[src/msu_pkg.sv]
/*
 * Shared types and sector constants for the streamed-audio player.
 * Every design file pulls what it needs from here. Sector data arrives
 * as 16-bit words, and a PCM track is a run of 512-byte sectors.
 */

`default_nettype none

package msu_pkg;

	// ====================
	// Data types
	// ====================

	// One sector word as delivered by the host
	typedef logic [15:0] word_t;

	// Signed PCM sample, one channel
	typedef logic signed [15:0] sample_t;

	// Sector number within the track
	typedef logic [20:0] lba_t;

	// Volume, 256 would be unity gain
	typedef logic [7:0] volume_t;

	// Loop point, counted in stereo samples
	typedef logic [31:0] loop_index_t;

	// ====================
	// Sector layout
	// ====================

	// 512 bytes per sector
	localparam int SECTOR_WORDS = 256;

	// Magic word pair plus loop index at the start of sector 0
	localparam int HEADER_WORDS = 4;

	// 4 bytes per stereo sample, 512 bytes per sector
	localparam int LOOP_SHIFT = 7;

endpackage

`default_nettype wire

[src/msu_audio_out.sv]
/*
 * Sample output stage.
 * Paces FIFO reads with a reload divider, pairs left and right words,
 * scales them by volume and averages the result with the main audio.
 */

`timescale 1ns/100ps
`default_nettype none

module msu_audio_out #(
	parameter int SAMPLE_PERIOD = 566
) (
	input  logic clk_sys,
	input  logic reset,
	input  logic play_trig,
	input  logic playing,
	input  msu_pkg::volume_t volume,
	output logic rd_en,
	input  msu_pkg::word_t rd_data,
	input  logic empty,
	input  msu_pkg::sample_t main_l,
	input  msu_pkg::sample_t main_r,
	output msu_pkg::sample_t audio_l,
	output msu_pkg::sample_t audio_r
);
	import msu_pkg::*;

	localparam int DIV_BITS = $clog2(SAMPLE_PERIOD + 1);
	localparam logic [DIV_BITS-1:0] DIV_RELOAD = DIV_BITS'(SAMPLE_PERIOD);

	logic [DIV_BITS-1:0] div_cnt;
	logic left_chan;
	logic tick;
	word_t hold_l;
	sample_t samp_l;
	sample_t samp_r;
	logic signed [8:0] vol_s;
	logic signed [23:0] prod_l;
	logic signed [23:0] prod_r;
	sample_t msu_l;
	sample_t msu_r;
	logic signed [16:0] mix_l;
	logic signed [16:0] mix_r;

	// ====================
	// Read pacing
	// ====================
	assign tick = (div_cnt == '0);
	// No read on an empty FIFO, the last pair stays on the output
	assign rd_en = tick && playing && !empty && !play_trig;

	always_ff @(posedge clk_sys or posedge reset) begin
		if (reset) begin
			div_cnt <= DIV_RELOAD;
			left_chan <= 1'b1;
		end else if (play_trig) begin
			// Track restarts, so the first data word is a left sample
			div_cnt <= DIV_RELOAD;
			left_chan <= 1'b1;
		end else if (tick) begin
			div_cnt <= DIV_RELOAD;
			if (rd_en)
				left_chan <= !left_chan;
		end else begin
			div_cnt <= div_cnt - 1'b1;
		end
	end

	// Left word waits for its right partner so both outputs move together
	always_ff @(posedge clk_sys) begin
		if (rd_en) begin
			if (left_chan) begin
				hold_l <= rd_data;
			end else begin
				samp_l <= sample_t'(hold_l);
				samp_r <= sample_t'(rd_data);
			end
		end
	end

	// ====================
	// Volume and mix
	// ====================
	// Zero-extended volume keeps the product sign from the sample
	assign vol_s = {1'b0, volume};
	assign prod_l = samp_l * vol_s;
	assign prod_r = samp_r * vol_s;

	// Silent share while stopped
	assign msu_l = playing ? prod_l[23:8] : '0;
	assign msu_r = playing ? prod_r[23:8] : '0;

	// 17-bit sum, halved back to 16 bits
	assign mix_l = {main_l[15], main_l} + {msu_l[15], msu_l};
	assign mix_r = {main_r[15], main_r} + {msu_r[15], msu_r};
	assign audio_l = mix_l[16:1];
	assign audio_r = mix_r[16:1];

endmodule

`default_nettype wire

[config.mk]
export PLATFORM = sky130hd
export DESIGN_NAME = msu_audio_out
export DESIGN_NICKNAME = d
export VERILOG_FILES = /design/src/msu_pkg.sv /design/src/msu_audio_out.sv
export SDC_FILE = /design/constraint.sdc
export NUM_CORES = 1
export LEC_CHECK = 0
export ABC_AREA = 0
export BUFFER_PORTS_ARGS = -buffer_cell sky130_fd_sc_hd__buf_2
export CAP_MARGIN = 20
export CORE_ASPECT_RATIO = 0.5
export CORE_MARGIN = 2
export CORE_UTILIZATION = 49
export DETAILED_ROUTE_END_ITERATION = 7
export PLACE_DENSITY = 0.71
export SETUP_SLACK_MARGIN = 0.4
export SYNTH_ARGS = -nofsm -noshare
export SYNTH_HDL_FRONTEND = slang
export SYNTH_SLANG_ARGS = --single-unit
[constraint.sdc]
create_clock -name clk_sys -period 7 [get_ports clk_sys]
set_clock_uncertainty 0.05 [all_clocks]
set_input_delay 0.7 -clock clk_sys [delete_from_list [all_inputs] [get_ports clk_sys]]
set_output_delay 0.7 -clock clk_sys [all_outputs]
set_load 0.02 [all_outputs]
# Word level (Yosys, flattened, before mapping)
# Index checks and enable logic that the tools add are counted.
# W data, S select, Z words.
dict set report word_totals {
  ff_bits 59
  latch_bits 0
  mem_bits_rw 0
  rom_bits 0
  input_bits 61
  elab_cells 30
  mem_count 0
}
dict set report op_classes {
  n_addsub 3
  n_mul 2
  div 0
  order_cmp 0
  eq_ne 0
  shifts 0
  n_mux 7
  n_bitwise 1
  reduce_logical 12
}
# op n
set ops {}
lappend ops {{$mul A16 B9 Y24} 2}
lappend ops {{$add A16 B16 Y17} 2}
lappend ops {{$mux W16} 2}
lappend ops {{$mux W10} 2}
lappend ops {{$logic_not A10 Y1} 1}
lappend ops {{$sub A10 B1 Y10 const B} 1}
lappend ops {{$reduce_and A2 Y1} 3}
lappend ops {{$reduce_bool A2 Y1} 2}
lappend ops {{$logic_and A1 B1 Y1} 3}
lappend ops {{$logic_not A1 Y1} 3}
lappend ops {{$mux W1} 3}
lappend ops {{$not A1 Y1} 1}

# Longest topological paths before layout
dict set report logic_depth {
  depth_word 7
  depth_mapped 27
  depth_no_buf 26
}

# Worst setup path after synthesis
# OpenSTA, ideal clock, no wires.
dict set report synth_timing {
  path_type {input to output}
  startpoint {input volume[0]}
  endpoint {output audio_l[12]}
  arrival_ns 6.598
  required_time_ns 6.250
  path_slack_ns -0.348
  cell_stages 26
  n_path_buf 2
  path_cell_list {clkbuf_1 -> buf_1 -> nand2_1 -> fa_1 -> inv_1 -> fa_1 -> fa_1 -> inv_1 -> fa_1 -> inv_1 -> ha_1 -> or2_2 -> o22a_1 -> o211ai_1 -> nand2_1 -> a21oi_1 -> xor2_1 -> nor2_1 -> ha_1 -> nand2_1 -> nor3_1 -> and2_1 -> or4b_1 -> nand3b_1 -> a31oi_1 -> xnor2_1}
}
dict set report synth_via {
  elab_chain_len 3
}
# element line_no
set synth_lines {}
lappend synth_lines {{start: declaration} msu_audio_out.sv:17} ;# input msu_pkg::volume_t volume,
lappend synth_lines {{$mul A16 B9 Y24} msu_audio_out.sv:86} ;# assign prod_l = samp_l * vol_s;
lappend synth_lines {{$mux W16} msu_audio_out.sv:90} ;# assign msu_l = playing ? prod_l[23:8] : '0;
lappend synth_lines {{$add A16 B16 Y17} msu_audio_out.sv:94} ;# assign mix_l = {main_l[15], main_l} + {msu_l[15], msu_l};
lappend synth_lines {{end: declaration} msu_audio_out.sv:23} ;# output msu_pkg::sample_t audio_l,
# Every way passes these cells.

# Worst setup path after layout
dict set report layout_timing {
  startpoint {input volume[2]}
  endpoint {output audio_r[12]}
}
dict set report layout_via {
  elab_chain_len 3
}
# element line_no
set layout_lines {}
lappend layout_lines {{$mul A16 B9 Y24} msu_audio_out.sv:87} ;# assign prod_r = samp_r * vol_s;
lappend layout_lines {{$mux W16} msu_audio_out.sv:91} ;# assign msu_r = playing ? prod_r[23:8] : '0;
lappend layout_lines {{$add A16 B16 Y17} msu_audio_out.sv:95} ;# assign mix_r = {main_r[15], main_r} + {msu_r[15], msu_r};
lappend layout_lines {{end: declaration} msu_audio_out.sv:24} ;# output msu_pkg::sample_t audio_r
# Every way passes these cells.

==> results.txt <==
The total overflow left after global routing is 0. The via count of the first global-routing pass came out at 10927. Synthesis handed over a netlist of 1343 instances.

The flow ran to the end, but the final reports show violations. Of the cells placed in the final design, the portion with a size suffix greater than 1 is 28.8%. Global routing used 24.5% of the available tracks.

Setup violations remaining at the end of the flow were counted as 4. Setup repair after global routing could not meet its margin everywhere. Synthesis produced a netlist with a net count of 1721. CTS saw 59 sinks.

In this run the tightest slew margin relative to its limit is 28.6%. The worst setup path is captured at an output pin. The logs give 30.6 mm for the aggregate routed wire length and 10300 um2 for the area taken by multi-input logic gates. During placement, the flow inserted port buffers numbering 93. The startpoint type of the worst setup path was an input port. For the number of different library cells in the post-synthesis netlist, the log shows 65. The post-detailed-placement cell area came out at 14100 um2. The standard cell core area was 24200 um2; the final clock period utilization by the worst path was 101%.

In this run the static leakage power is 0.00798 uW. The die covers 26300 um2. The mean cell area of the mapped netlist was 9.10 um2; the count of pins on the block boundary was 94.

Subtracting the final worst setup slack from the clock period gives 7.05 ns. Area taken by flip-flops and latches: 1720 um2. The finished cells cover 16000 um2.

Clock latency on the worst-skew pair, taken at its later pin, is 0.33 ns. Across all register-to-register paths, the minimum setup slack is 4.16 ns. Using the TritonRoute via totals, the vias-per-cell ratio works out to 5.20.

After legalization and detailed placement, the total HPWL measured 23.6 mm. The number of max-slew violations in the final report was 0; the flop and latch count out of synthesis was 59. The slowest cell on the critical path was fa_1. The floorplan has 40 rows. The max-capacitance violation count was 0; the number of buffers added by the clock tree synthesis step was 9. Timing would allow up to 142 MHz.

For this run, the detailed router's first-pass iteration total came to 5. The final reports fail on negative setup slack. Routability-driven placement finished with a final weighted congestion of 0.899.

Entering global routing, the biggest net connects 33 pins. After synthesis, the share of flip-flops with an asynchronous set or reset is 18.6%. The run gives 534 as the initial detailed-routing violation count. The biggest cell delay along the critical path is 0.58 ns. After synthesis the cells add up to 12200 um2. The cell that appears most often on the critical path is fa_1. Synthesis-to-layout area growth: 31.3%. In the routed design, unresolved DRC markers number 0. VDD sags by at most 223 uV.

At the end of the flow, the number of nets in the layout was 1970. The cell sitting at the root of the clock tree is a clkbuf_16. Count of antenna-violating nets left after detailed routing: 0. During synthesis, Yosys emitted a total of 0 warnings. Among all flip-flop cells after synthesis, the most frequent one is edfxtp_1.

The tools report the number of inserted filler cells in the final layout as 1860. Across all hold checks on the routed design, the worst slack comes to 0.306 ns. The H-tree was split into 3 levels. The fraction of post-synthesis cell area in the top cell type by area is 32.8%. Counting along the longest clock path gives a buffer depth of 2.

The first global-routing pass estimated 51.3 mm of wire. The worst path arrival time came out at 6.30 ns. In the final routed layout, each cell accounts on average for 15.8 um. The die span in y came out at 116 um. In this run the worst path has a maximum fanout of 7. After clock tree synthesis, the clock-pin slew on the worst setup and hold paths is 0.05 ns. Largest area contributor in the netlist: fa_1. The number of enable-type register cells in the synthesized netlist is 48, and the number of hold violations in the final report is 0.

The share of the core filled with cells in the final layout is 66.2%. The total via count after detailed routing is 10054. Least setup slack across all paths after layout: -0.0486 ns. The required time at the endpoint of the critical path was 6.25 ns. After clock tree synthesis, the flow added hold-fix buffers numbering 0.

The register area share after synthesis came out at 14.1%. The die is 227 um wide. Sorting the synthesized cells by area gives the leading types as fa_1, ha_1, edfxtp_1. The tools report the placement-stage worst setup slack as -0.151 ns. In this run the worst hold path is classified as input port to asynchronous set/reset pin. The initial utilization of the core area, before any placement, comes to 50.4%. The critical path start-end classification was input port to output pin. TritonCTS built the clock tree. The initial antenna violation count was 1. For the pin with the worst max-slew slack, the measured transition is 1.07 ns. The total power per unit cell area works out to 327 nW/um2.
## per-stage QoR
stage,cells,total power [uW],setup TNS (ns)
5_1_grt,1932,5700,-2.80
3_3_place_gp,1843,3910,-0.304
6_report,1933,5250,-0.113
3_5_place_dp,1843,3980,-1.10
4_1_cts,1904,4840,0
2_1_floorplan,1343,2920,0
## per-layer routing
layer,vias up,wire length [um],GRT usage (%)
li1,4735,-,-
met1,5010,13500,31.6
met2,262,15000,43.6
met3,47,1530,4.36
met4,0,556,5.05
met5,-,0,0
## area by class of cell
class	instances	share of cell area, %
Clock inverter	5	0.343
Timing Repair Buffer	272	14.1
Clock buffer	10	1.43
Tap cell	336	2.62
Sequential cell	59	10.7
Inverter	270	6.32
Multi-Input combinational cell	980	64.5
Antenna cell	1	0.0156
## power by group
part / internal (uW) / switching (uW) / leakage, uW
Combinational: 2150 / 2300 / 0.00728
Clock: 271 / 145 / 0.000134
Sequential: 383 / 2.36 / 0.000563
Total: 2810 / 2440 / 0.00798
## state kept, by name (all words and copies together) (netlist names)
| signal | flops |
|---|---|
| div_cnt | 10 |
| hold_l | 16 |
| left_chan | 1 |
| samp_l | 16 |
| samp_r | 16 |
## repair_timing
| item | in CTS | in global routing |
|---|---|---|
| endpoints found under the setup margin | 23 | 25 |
| pin swaps | 94 | 121 |
| setup buffers | 41 | 28 |
| gates resized for setup | 127 | 96 |
| gates cloned | 5 | 0 |
| endpoints found under the hold margin | 0 | 0 |
## worst max-delay path, delay by kind of cell
family	cells	cell delay, ns
adders and majority gates	6	2.72
AOI/OAI and AO/OA	7	1.42
buffers and inverters	8	0.80
xor gates and xnor gates	2	0.33
and+or+nand+nor	4	0.32
## placed cells by master, fill, tap and decap left out, types with 30 or more instances in the layout
| cell | instances |
|---|---|
| fa_1 | 193 |
| and2_1 | 121 |
| xnor2_1 | 34 |
| ha_1 | 96 |
| nand2_1 | 143 |
| edfxtp_1 | 48 |
| nor2_1 | 49 |
| buf_4 | 161 |
| buf_2 | 63 |
| inv_1 | 263 |
| a21o_1 | 30 |
## cell families (layout without fill, tap and decap cells)
kind of cell | Yosys count | in the layout | synth area share (%)
and+or+nand+nor | 433 | 433 | 17.9
adders and majority gates | 317 | 317 | 44.8
buffers and inverters | 304 | 557 | 9.36
AOI/OAI and AO/OA | 162 | 162 | 8.98
xor gates and xnor gates | 65 | 65 | 4.66
DFF | 59 | 59 | 14.1
muxes | 3 | 3 | 0.256
other | 0 | 1 | 0
## worst paths after layout
kind	end	cells after the start	startpoint
max	audio_r[12]	27	volume[2]
min reg2reg	samp_l[5]	0	hold_l[5]
min in group clk_sys	samp_l[5]	0	hold_l[5]
max in group asynchronous	div_cnt[5]	2	reset
min	div_cnt[0]	2	reset
max reg2reg	hold_l[8]	5	div_cnt[7]
## cell usage after synthesis, drive strengths merged, types with 5 or more instances
library cell	count
nand2	165
edfxtp	48
a211oi	8
nand3	12
xnor2	41
a21o	30
o21bai	7
dfstp	6
o211ai	9
dfrtp	5
nor3	11
and2	130
o21a	10
ha	117
nor2b	11
clkbuf	31
a21oi	38
nor3b	5
fa	200
nor2	57
a31oi	9
and3	7
nand2b	9
xor2	24
o21ai	26
inv	270
(Power assumes the default switching activity.)
