File: config.mk
export PLATFORM = sky130hd
export DESIGN_NAME = msu_sector_fetch_flat
export DESIGN_NICKNAME = d
export VERILOG_FILES = /design/src/msu_pkg.sv /design/src/fifo_write_if.sv /design/src/msu_sector_fetch.sv /design/src/flat_wrapper.sv
export SDC_FILE = /design/constraint.sdc
export NUM_CORES = 1
export LEC_CHECK = 0
export BUFFER_PORTS_ARGS = -buffer_cell sky130_fd_sc_hd__clkbuf_2
export CAP_MARGIN = 5
export CORE_MARGIN = 2
export CORE_UTILIZATION = 30
export DETAILED_ROUTE_END_ITERATION = 10
export HOLD_SLACK_MARGIN = 0.12
export PLACE_DENSITY_LB_ADDON = 0.25
export SYNTH_ARGS = -nofsm -noshare
export SYNTH_HDL_FRONTEND = slang
export SYNTH_SLANG_ARGS = --single-unit
File: constraint.sdc
create_clock -name clk_sys -period 3.5 [get_ports clk_sys]
set_input_delay 0 -clock clk_sys [delete_from_list [all_inputs] [get_ports clk_sys]]
set_output_delay 0 -clock clk_sys [all_outputs]
set_load 0.05 [all_outputs]
File: src/msu_pkg.sv
/*
 * Shared types and sector constants for the streamed-audio player.
 * Every design file pulls what it needs from here. Sector data arrives
 * as 16-bit words, and a PCM track is a run of 512-byte sectors.
 */

`default_nettype none

package msu_pkg;

	// ====================
	// Data types
	// ====================

	// One sector word as delivered by the host
	typedef logic [15:0] word_t;

	// Signed PCM sample, one channel
	typedef logic signed [15:0] sample_t;

	// Sector number within the track
	typedef logic [20:0] lba_t;

	// Volume, 256 would be unity gain
	typedef logic [7:0] volume_t;

	// Loop point, counted in stereo samples
	typedef logic [31:0] loop_index_t;

	// ====================
	// Sector layout
	// ====================

	// 512 bytes per sector
	localparam int SECTOR_WORDS = 256;

	// Magic word pair plus loop index at the start of sector 0
	localparam int HEADER_WORDS = 4;

	// 4 bytes per stereo sample, 512 bytes per sector
	localparam int LOOP_SHIFT = 7;

endpackage

`default_nettype wire

File: src/fifo_write_if.sv
/*
 * Write side of the sample FIFO.
 * The sector fetcher pushes words through fetch_mp and the FIFO
 * reports its fill level back through fifo_mp.
 */

`timescale 1ns/100ps
`default_nettype none

interface fifo_write_if #(
	parameter int DEPTH_BITS = 12
);
	import msu_pkg::*;

	// One word stored per edge while high
	logic wr_en;
	word_t wr_data;

	// Fill status, updated one edge after a write
	logic [DEPTH_BITS:0] used;
	logic full;

	modport fetch_mp (output wr_en, output wr_data, input used, input full);
	modport fifo_mp (input wr_en, input wr_data, output used, output full);

endinterface

`default_nettype wire

File: src/msu_sector_fetch.sv
/*
 * Sector fetcher for the PCM track.
 * Requests 512-byte sectors from the host block interface, drops the
 * sector 0 header, keeps the loop index and pushes sample words into
 * the FIFO. Refill pauses while the FIFO holds REFILL_LIMIT words or more.
 */

`timescale 1ns/100ps
`default_nettype none

module msu_sector_fetch #(
	parameter int REFILL_LIMIT = 1792,
	parameter msu_pkg::lba_t END_FRAME = 21'h1FFFFF,
	parameter int DEPTH_BITS = 12
) (
	input  logic clk_sys,
	input  logic reset,
	input  logic play_trig,
	input  logic track_mounting,
	input  logic repeat_en,
	input  logic sd_ack,
	input  logic sd_buff_wr,
	input  msu_pkg::word_t sd_buff_dout,
	output logic sd_rd,
	output msu_pkg::lba_t sd_lba,
	output logic playing,
	fifo_write_if.fetch_mp wr
);
	import msu_pkg::*;

	localparam int CNT_BITS = $clog2(SECTOR_WORDS);
	localparam logic [DEPTH_BITS:0] REFILL_USED = (DEPTH_BITS + 1)'(REFILL_LIMIT);
	// Header word positions of the loop index with the low half first
	localparam logic [CNT_BITS-1:0] LOOP_LO_WORD = CNT_BITS'(2);
	localparam logic [CNT_BITS-1:0] LOOP_HI_WORD = CNT_BITS'(3);

	typedef enum logic [1:0] {
		S_IDLE,
		S_WAIT_ACK,
		S_XFER
	} state_t;

	state_t state;
	lba_t cur_frame;
	logic [CNT_BITS-1:0] word_cnt;
	loop_index_t loop_index;
	logic xfer_word;
	logic header_skip;
	logic room;

	// Word strobe belongs to us only while a request is open
	assign xfer_word = sd_ack && sd_buff_wr && (state != S_IDLE);
	// Magic and loop index words never reach the FIFO
	assign header_skip = (sd_lba == '0) && (word_cnt < CNT_BITS'(HEADER_WORDS));
	// Back-pressure from the FIFO fill level
	assign room = wr.used < REFILL_USED;

	// Refill limit leaves room for a whole sector so the FIFO never fills
	assign wr.wr_en = xfer_word && !header_skip;
	assign wr.wr_data = sd_buff_dout;

	// ====================
	// Request FSM
	// ====================
	always_ff @(posedge clk_sys or posedge reset) begin
		if (reset) begin
			state <= S_IDLE;
			playing <= 1'b0;
			sd_rd <= 1'b0;
			sd_lba <= '0;
			cur_frame <= '0;
			word_cnt <= '0;
		end else if (play_trig) begin
			// Restart the track from sector 0
			state <= S_IDLE;
			playing <= 1'b1;
			sd_rd <= 1'b0;
			cur_frame <= '0;
			word_cnt <= '0;
		end else begin
			if (xfer_word)
				word_cnt <= word_cnt + 1'b1;

			case (state)
				S_IDLE: begin
					// Hold off while the host is still mounting the track
					if (playing && !track_mounting && room) begin
						sd_lba <= cur_frame;
						sd_rd <= 1'b1;
						word_cnt <= '0;
						state <= S_WAIT_ACK;
					end
				end
				S_WAIT_ACK: begin
					// Host took the request so the level drops
					if (sd_ack) begin
						sd_rd <= 1'b0;
						state <= S_XFER;
					end
				end
				S_XFER: begin
					// Ack low ends the sector and the next one waits for FIFO room
					if (!sd_ack && room) begin
						if (cur_frame < END_FRAME) begin
							cur_frame <= cur_frame + 1'b1;
							sd_lba <= cur_frame + 1'b1;
							sd_rd <= 1'b1;
							word_cnt <= '0;
							state <= S_WAIT_ACK;
						end else if (repeat_en) begin
							// Loop restarts at the sector holding the loop sample
							cur_frame <= lba_t'(loop_index >> LOOP_SHIFT);
							state <= S_IDLE;
						end else begin
							playing <= 1'b0;
							state <= S_IDLE;
						end
					end
				end
				default: state <= S_IDLE;
			endcase
		end
	end

	// Loop index capture from sector 0 in little-endian word order
	always_ff @(posedge clk_sys) begin
		if (xfer_word && (sd_lba == '0)) begin
			if (word_cnt == LOOP_LO_WORD)
				loop_index[15:0] <= sd_buff_dout;
			if (word_cnt == LOOP_HI_WORD)
				loop_index[31:16] <= sd_buff_dout;
		end
	end

endmodule

`default_nettype wire

File: src/flat_wrapper.sv
// flat-port wrapper written by rule: the top's interface ports become plain ports
module msu_sector_fetch_flat import msu_pkg::*;
#(
	parameter int REFILL_LIMIT = 1792,
	parameter msu_pkg::lba_t END_FRAME = 21'h1FFFFF,
	parameter int DEPTH_BITS = 12
)
  (clk_sys, reset, play_trig, track_mounting, repeat_en, sd_ack, sd_buff_wr, sd_buff_dout, sd_rd, sd_lba, playing, wr_wr_en, wr_wr_data, wr_used, wr_full);
  fifo_write_if #(.DEPTH_BITS(DEPTH_BITS)) wr_i ();
  input  logic clk_sys;
  input  logic reset;
  input  logic play_trig;
  input  logic track_mounting;
  input  logic repeat_en;
  input  logic sd_ack;
  input  logic sd_buff_wr;
  input  msu_pkg::word_t sd_buff_dout;
  output logic sd_rd;
  output msu_pkg::lba_t sd_lba;
  output logic playing;
  output wire logic [$bits(wr_i.wr_en)-1:0] wr_wr_en;
  output wire logic [$bits(wr_i.wr_data)-1:0] wr_wr_data;
  input wire logic [$bits(wr_i.used)-1:0] wr_used;
  input wire logic [$bits(wr_i.full)-1:0] wr_full;
  assign wr_wr_en = wr_i.wr_en;
  assign wr_wr_data = wr_i.wr_data;
  assign wr_i.used = wr_used;
  assign wr_i.full = wr_full;
  msu_sector_fetch #(.REFILL_LIMIT(REFILL_LIMIT), .END_FRAME(END_FRAME), .DEPTH_BITS(DEPTH_BITS)) u_core (.clk_sys(clk_sys), .reset(reset), .play_trig(play_trig), .track_mounting(track_mounting), .repeat_en(repeat_en), .sd_ack(sd_ack), .sd_buff_wr(sd_buff_wr), .sd_buff_dout(sd_buff_dout), .sd_rd(sd_rd), .sd_lba(sd_lba), .playing(playing), .wr(wr_i));
endmodule
Word level (Yosys, flattened, before mapping) --
Index checks and enable logic that the tools add are counted.
Word-level totals: flip-flop bits (word level) 82, word-level logic and storage cells 85, output and inout bits 40
Operators by class: muxes and demuxes 32, reductions and logical operators 26, order comparisons 3, eq/ne operators 13, $add $sub $neg 2, bitwise operators 1
Operator list (count):
- 21-bit two-way mux | 8
- 21-bit one-hot mux with 2 select lines | 1
- 8-bit two-way mux | 5
- 21-bit by 1-bit adder with 21-bit output, second input constant | 1
- 21-bit zero test | 1
- 21-bit less-than comparator, second input constant | 1
- 8-bit by 2-bit == test with 1-bit output, second input constant | 2
- 8-bit one-hot mux with 2 select lines | 1
- 13-bit by 11-bit less-than comparator with 1-bit output, second input constant | 1
- 1-bit two-way mux | 11
- 5-bit AND reduction | 2
- 3-bit by 2-bit inequality test with 1-bit output, second input constant | 3
- 8-bit by 1-bit adder with 8-bit output, second input constant | 1
- 1-bit logical AND | 8
- 8-bit by 3-bit less-than comparator with 1-bit output, second input constant | 1
- 2-bit two-way mux | 4
- 2-bit nonzero test | 4
- 2-bit by 1-bit inequality test with 1-bit output, second input constant | 3
- 2-bit one-hot mux with 3 select lines | 1
- 3-bit AND reduction | 2
- 2-bit inequality test, second input constant | 2
- 2-bit AND reduction | 2
- 4-bit AND reduction | 1
- 4-bit nonzero test | 1
- 8 further kinds | 10

Logic depth before layout (Yosys ltp) --
depth after elaboration 7, gate-level depth with buffers 9, gate-level depth less buffers 7

Worst setup path after synthesis --
No wires, ideal clock.
path type register -> register, from register u_core.state[0], to register u_core.loop_index[16] (enable), cell stages (with the launch flop) 7, setup time 0.396 ns, arrival 2.157 ns, setup slack 0.946 ns, cells stage by stage dfrtp_1 -> inv_1 -> ha_1 -> and3b_1 -> clkbuf_1 -> nand2_1 -> nor3_1
Between the ends: word-level cells in the longest chain between the ends 4
Ends and longest elaborated chain:
- from (decl) | line msu_sector_fetch.sv:43 | state_t state;
- from (signal assigned) | line msu_sector_fetch.sv:67 | state <= S_IDLE;
- from (signal assigned) | line msu_sector_fetch.sv:75 | state <= S_IDLE;
- from (signal assigned) | line msu_sector_fetch.sv:91 | state <= S_WAIT_ACK;
- 2-bit nonzero test | line msu_sector_fetch.sv:52 | assign xfer_word = sd_ack && sd_buff_wr && (state != S_IDLE);
- 1-bit logical AND | line msu_sector_fetch.sv:52
- 1-bit logical AND | line msu_sector_fetch.sv:127 | if (xfer_word && (sd_lba == '0)) begin
- 2-bit AND reduction (no line)
- to (signal assigned) | line msu_sector_fetch.sv:131 | loop_index[31:16] <= sd_buff_dout;
- to (decl) | line msu_sector_fetch.sv:46 | loop_index_t loop_index;
No other way between the ends. A chain may end at the register's enable or synchronous reset.

Final worst setup path --
from register u_core.cur_frame[3], to register u_core.cur_frame[20]
Between the ends: word-level cells in the longest chain between the ends 5, elaborated cells on any way between the ends 8, those cells by class 1 x add/sub; 1 x order compare; 4 x mux; 2 x reduce/logical
Ends and longest elaborated chain:
- from (decl) | line msu_sector_fetch.sv:44 | lba_t cur_frame;
- from (signal assigned) | line msu_sector_fetch.sv:105 | cur_frame <= cur_frame + 1'b1;
- from (signal assigned) | line msu_sector_fetch.sv:112 | cur_frame <= lba_t'(loop_index >> LOOP_SHIFT);
- 21-bit by 1-bit adder with 21-bit output or 21-bit less-than comparator (tied branches) | line msu_sector_fetch.sv:105, msu_sector_fetch.sv:104
- 21-bit two-way mux | line msu_sector_fetch.sv:104 | if (cur_frame < END_FRAME) begin
- 21-bit two-way mux | line msu_sector_fetch.sv:103 | if (!sd_ack && room) begin
- 21-bit two-way mux | line msu_sector_fetch.sv:84 | case (state)
- 21-bit two-way mux | line msu_sector_fetch.sv:73 | end else if (play_trig) begin
Parallel ways exist; a longest one is shown, timed or not. The select of a mux whose other input is x is not followed.

==> reports/results.txt <==
Worst-case clock buffer depth = 2
Share of the synthesized area in the top cell type = 32.73%
Max-slew headroom = 50.19%
Post-synth top cells = dfrtp_1, nand2_1, nor2_1
GRT Residual Overflow = 0
Die Ht = 121.3 um
CP Cell Sequence = nand4_2 -> nor2_1 -> nand3_1 -> o31ai_1 -> o21ai_0
Final Setup Violations = 0
Fraction of layout instances using a drive strength above 1 = 26.54%
Drt drc = 0
Die width = 121.3 um
Nets = 496
Area grow syn2layout = 20.58%
Top Family by Delay on Critical Path = simple AND/OR/NAND/NOR gates
Dominant synthesized flop cell = dfrtp_1
H-tree Lvls = 3
Clock Pin Slew Worst Setup and Hold Paths = 0.06 ns
Max Cap Viol = 0
Post-Syn Area = 4129 um2
CTS tree = yes
Yosys warns = 0
Initial DRC Count = 179
Fin. Hold Viols = 0
Layout filler cell count = 1,354
Fmax achieved = 387.2 MHz
Cell variety after synth = 54
Clk_lat worst skew = 0.34 ns
Critical Path End Type = flop
CP Class = reg2reg
Count of state elements after synthesis = 75
Inserted Clock Buffers = 9
Hold Path Class = in2reg
Initial core utilization = 30.93%
Final worst-path cycle share = 73.78%
Leakage = 2.108 nW
I/O pins = 77
Synthesized Nets = 431
Post-synth EDFFs = 21
Internal Power = 0.001659 W
CP max stage delay = 0.57 ns
Antenna diodes = 0
Port Buffer Count = 67
GRT Total Usage = 15.52%
Drt first pass iters = 4
Most frequent cell after synthesis = dfrtp_1
Synth area leader = dfrtp_1
Core area = 13,350 um2
CTS Sinks = 75
Routed WL = 10,850 um
DRT antenna net count = 0
Switching part of the total power = 26.99%
Crit path DAT = 2.79 ns
# rows = 42
Largest net degree at the start of global routing = 31
Max-slew violations = 0
Vias per cell = 5.114
Worst slew pin tran = 0.7471 ns
Initial antenna violation count = 0
Clk root buf = clkbuf_16
Post-DP Area = 4481 um2
Comb pwr share = 15.0%
Post-DP HPWL = 7770 um
PD cells = 456.3 nW/um2
Worst setup SP type = flop
Sequential share of the synthesized area = 48.00%
Final clock skew = 0.005948 ns
VDD IR max = 0.0002430 V
Number of global-route vias before repair = 3,180
Setup ws final = 0.9176 ns
Mean Syn Cell Area = 10.70 um2
Asr flop ratio synth = 72.00%
RSZ-0062 raised after global routing = false
CP max-delay cell = nand3_1
Clock share of power = 43.8%
Register share of total power = 41.2%
Top cells by area, synth = dfrtp_1, edfxtp_1, mux2_2, xnor2_1, buf_4
# resized after CTS = 0
Total negative setup slack = 0 ns
WL/cell = 17.17 um
Post-Place Worst Slack = 0.9547 ns
Status = complete, no violations
Tot Pwr = 0.002272 W
Placer Congestion = 0.8341
Switching pwr = 0.0006133 W
CP max FO = 10
DR vias = 3,232
WP buf/inv = 0
First-pass GRT wire length = 17,590 um
Die area = 14,720 um2
Design area = 4979 um2
Post-Syn Instances = 386
Tmin final = 2.582 ns
CP required = 3.70 ns
-- flip-flops by register name, indices dropped and copies added (netlist names) --
| name | count |
|---|---|
| u_core.loop_index | 21 |
| u_core.sd_lba | 21 |
| u_core.cur_frame | 21 |
| u_core.word_cnt | 8 |
| u_core.state | 2 |
| u_core.sd_rd | 1 |
| u_core.playing | 1 |
-- metal layers --
| layer | wire length, um | up-vias | global-route usage, % |
|---|---|---|---|
| met3 | 515 | 9 | 2.538 |
| li1 | - | 1548 | - |
| met1 | 5265 | 1566 | 21.99 |
| met4 | 122 | 0 | 5.029 |
| met2 | 4949 | 109 | 24.16 |
| met5 | 0 | - | 0 |
-- placed cells by master (no fill, tap or decap), types with 4 or more instances in the layout --
master,Yosys,layout
nand3_1,16,16
nand4_1,12,12
o32ai_1,7,7
ha_1,8,8
clkbuf_16,0,9
xor2_1,9,9
o21ai_0,9,9
edfxtp_1,21,21
and4_1,6,6
and3_1,6,6
nor2_1,23,23
buf_4,19,7
a211oi_1,6,6
nor4_1,7,7
a311oi_1,5,5
xnor2_1,18,18
a31oi_1,4,4
inv_1,9,8
clkbuf_2,0,67
nor3_1,9,8
a21oi_1,19,19
dfrtp_1,54,54
nand2_1,33,33
mux2_2,22,22
dlygate4sd3_1,0,18
-- tightest hold or removal path: cells and delay by family --
family / cells / cell delay [ns]
AND/OR/NAND/NOR: 1 / 0.31
AO/OA/AOI/OAI: 1 / 0.12
buffers and inverters: 1 / 0.07
-- power by group through the flow --
stage,registers [W],clock network (W),logic [W]
2_1_floorplan,0.000974,0,0.000230
3_3_place_gp,0.000951,0,0.000320
3_5_place_dp,0.000952,0,0.000323
4_1_cts,0.000936,0.00101,0.000342
5_1_grt,0.000937,0.00105,0.000372
6_report,0.000936,0.000995,0.000341
-- area by class of cell --
cell class,instances,area [um2],area share (%)
clock buffers,10,229.0,4.599
inverters,9,33.78,0.6786
clock inverters,6,88.84,1.784
repair buffers,92,568.0,11.41
flip-flops and latches,75,1982,39.81
multi-input cells,264,1857,37.30
well taps,176,220.2,4.423
-- metrics by stage --
stage               cells  hold slack (ns)  utilization [%]
finish                632           0.2212            37.30
global route          632           0.2835            37.30
CTS                   632           0.2126            37.30
detailed placement    598          0.05163            33.57
global placement      598          0.05301            33.57
floorplan             386          0.09887                -
-- kinds of logic after synthesis --
| group | after synthesis | share of synthesized area [%] |
|---|---|---|
| buf+inv | 47 | 7.151 |
| mux | 24 | 6.515 |
| fa+ha+maj | 8 | 2.424 |
| compound gates | 74 | 12.70 |
| flops | 75 | 48.00 |
| xor+xnor | 27 | 5.727 |
| simple gates | 131 | 17.48 |
-- what timing repair did --
action                                 4_1_cts  5_1_grt
setup buffers                                0        0
hold buffers                                18        0
endpoints found under the hold margin       46        0
-- final timing paths --
| check | start | to | slack, ns | depth (start not counted) |
|---|---|---|---|---|
| max | u_core.cur_frame[3] | u_core.cur_frame[20] | 0.92 | 5 |
| min in group asynchronous | reset | u_core.sd_lba[9] | 0.24 | 3 |
| min reg2reg | u_core.loop_index[22] | u_core.cur_frame[15] | 0.52 | 2 |
| max reg2reg | u_core.cur_frame[3] | u_core.cur_frame[20] | 0.92 | 5 |
| max in group asynchronous | reset | u_core.cur_frame[16] | 2.45 | 4 |
| min | sd_buff_wr | u_core.word_cnt[1] | 0.22 | 3 |
Note: power is estimated with default switching activity, not from simulation.
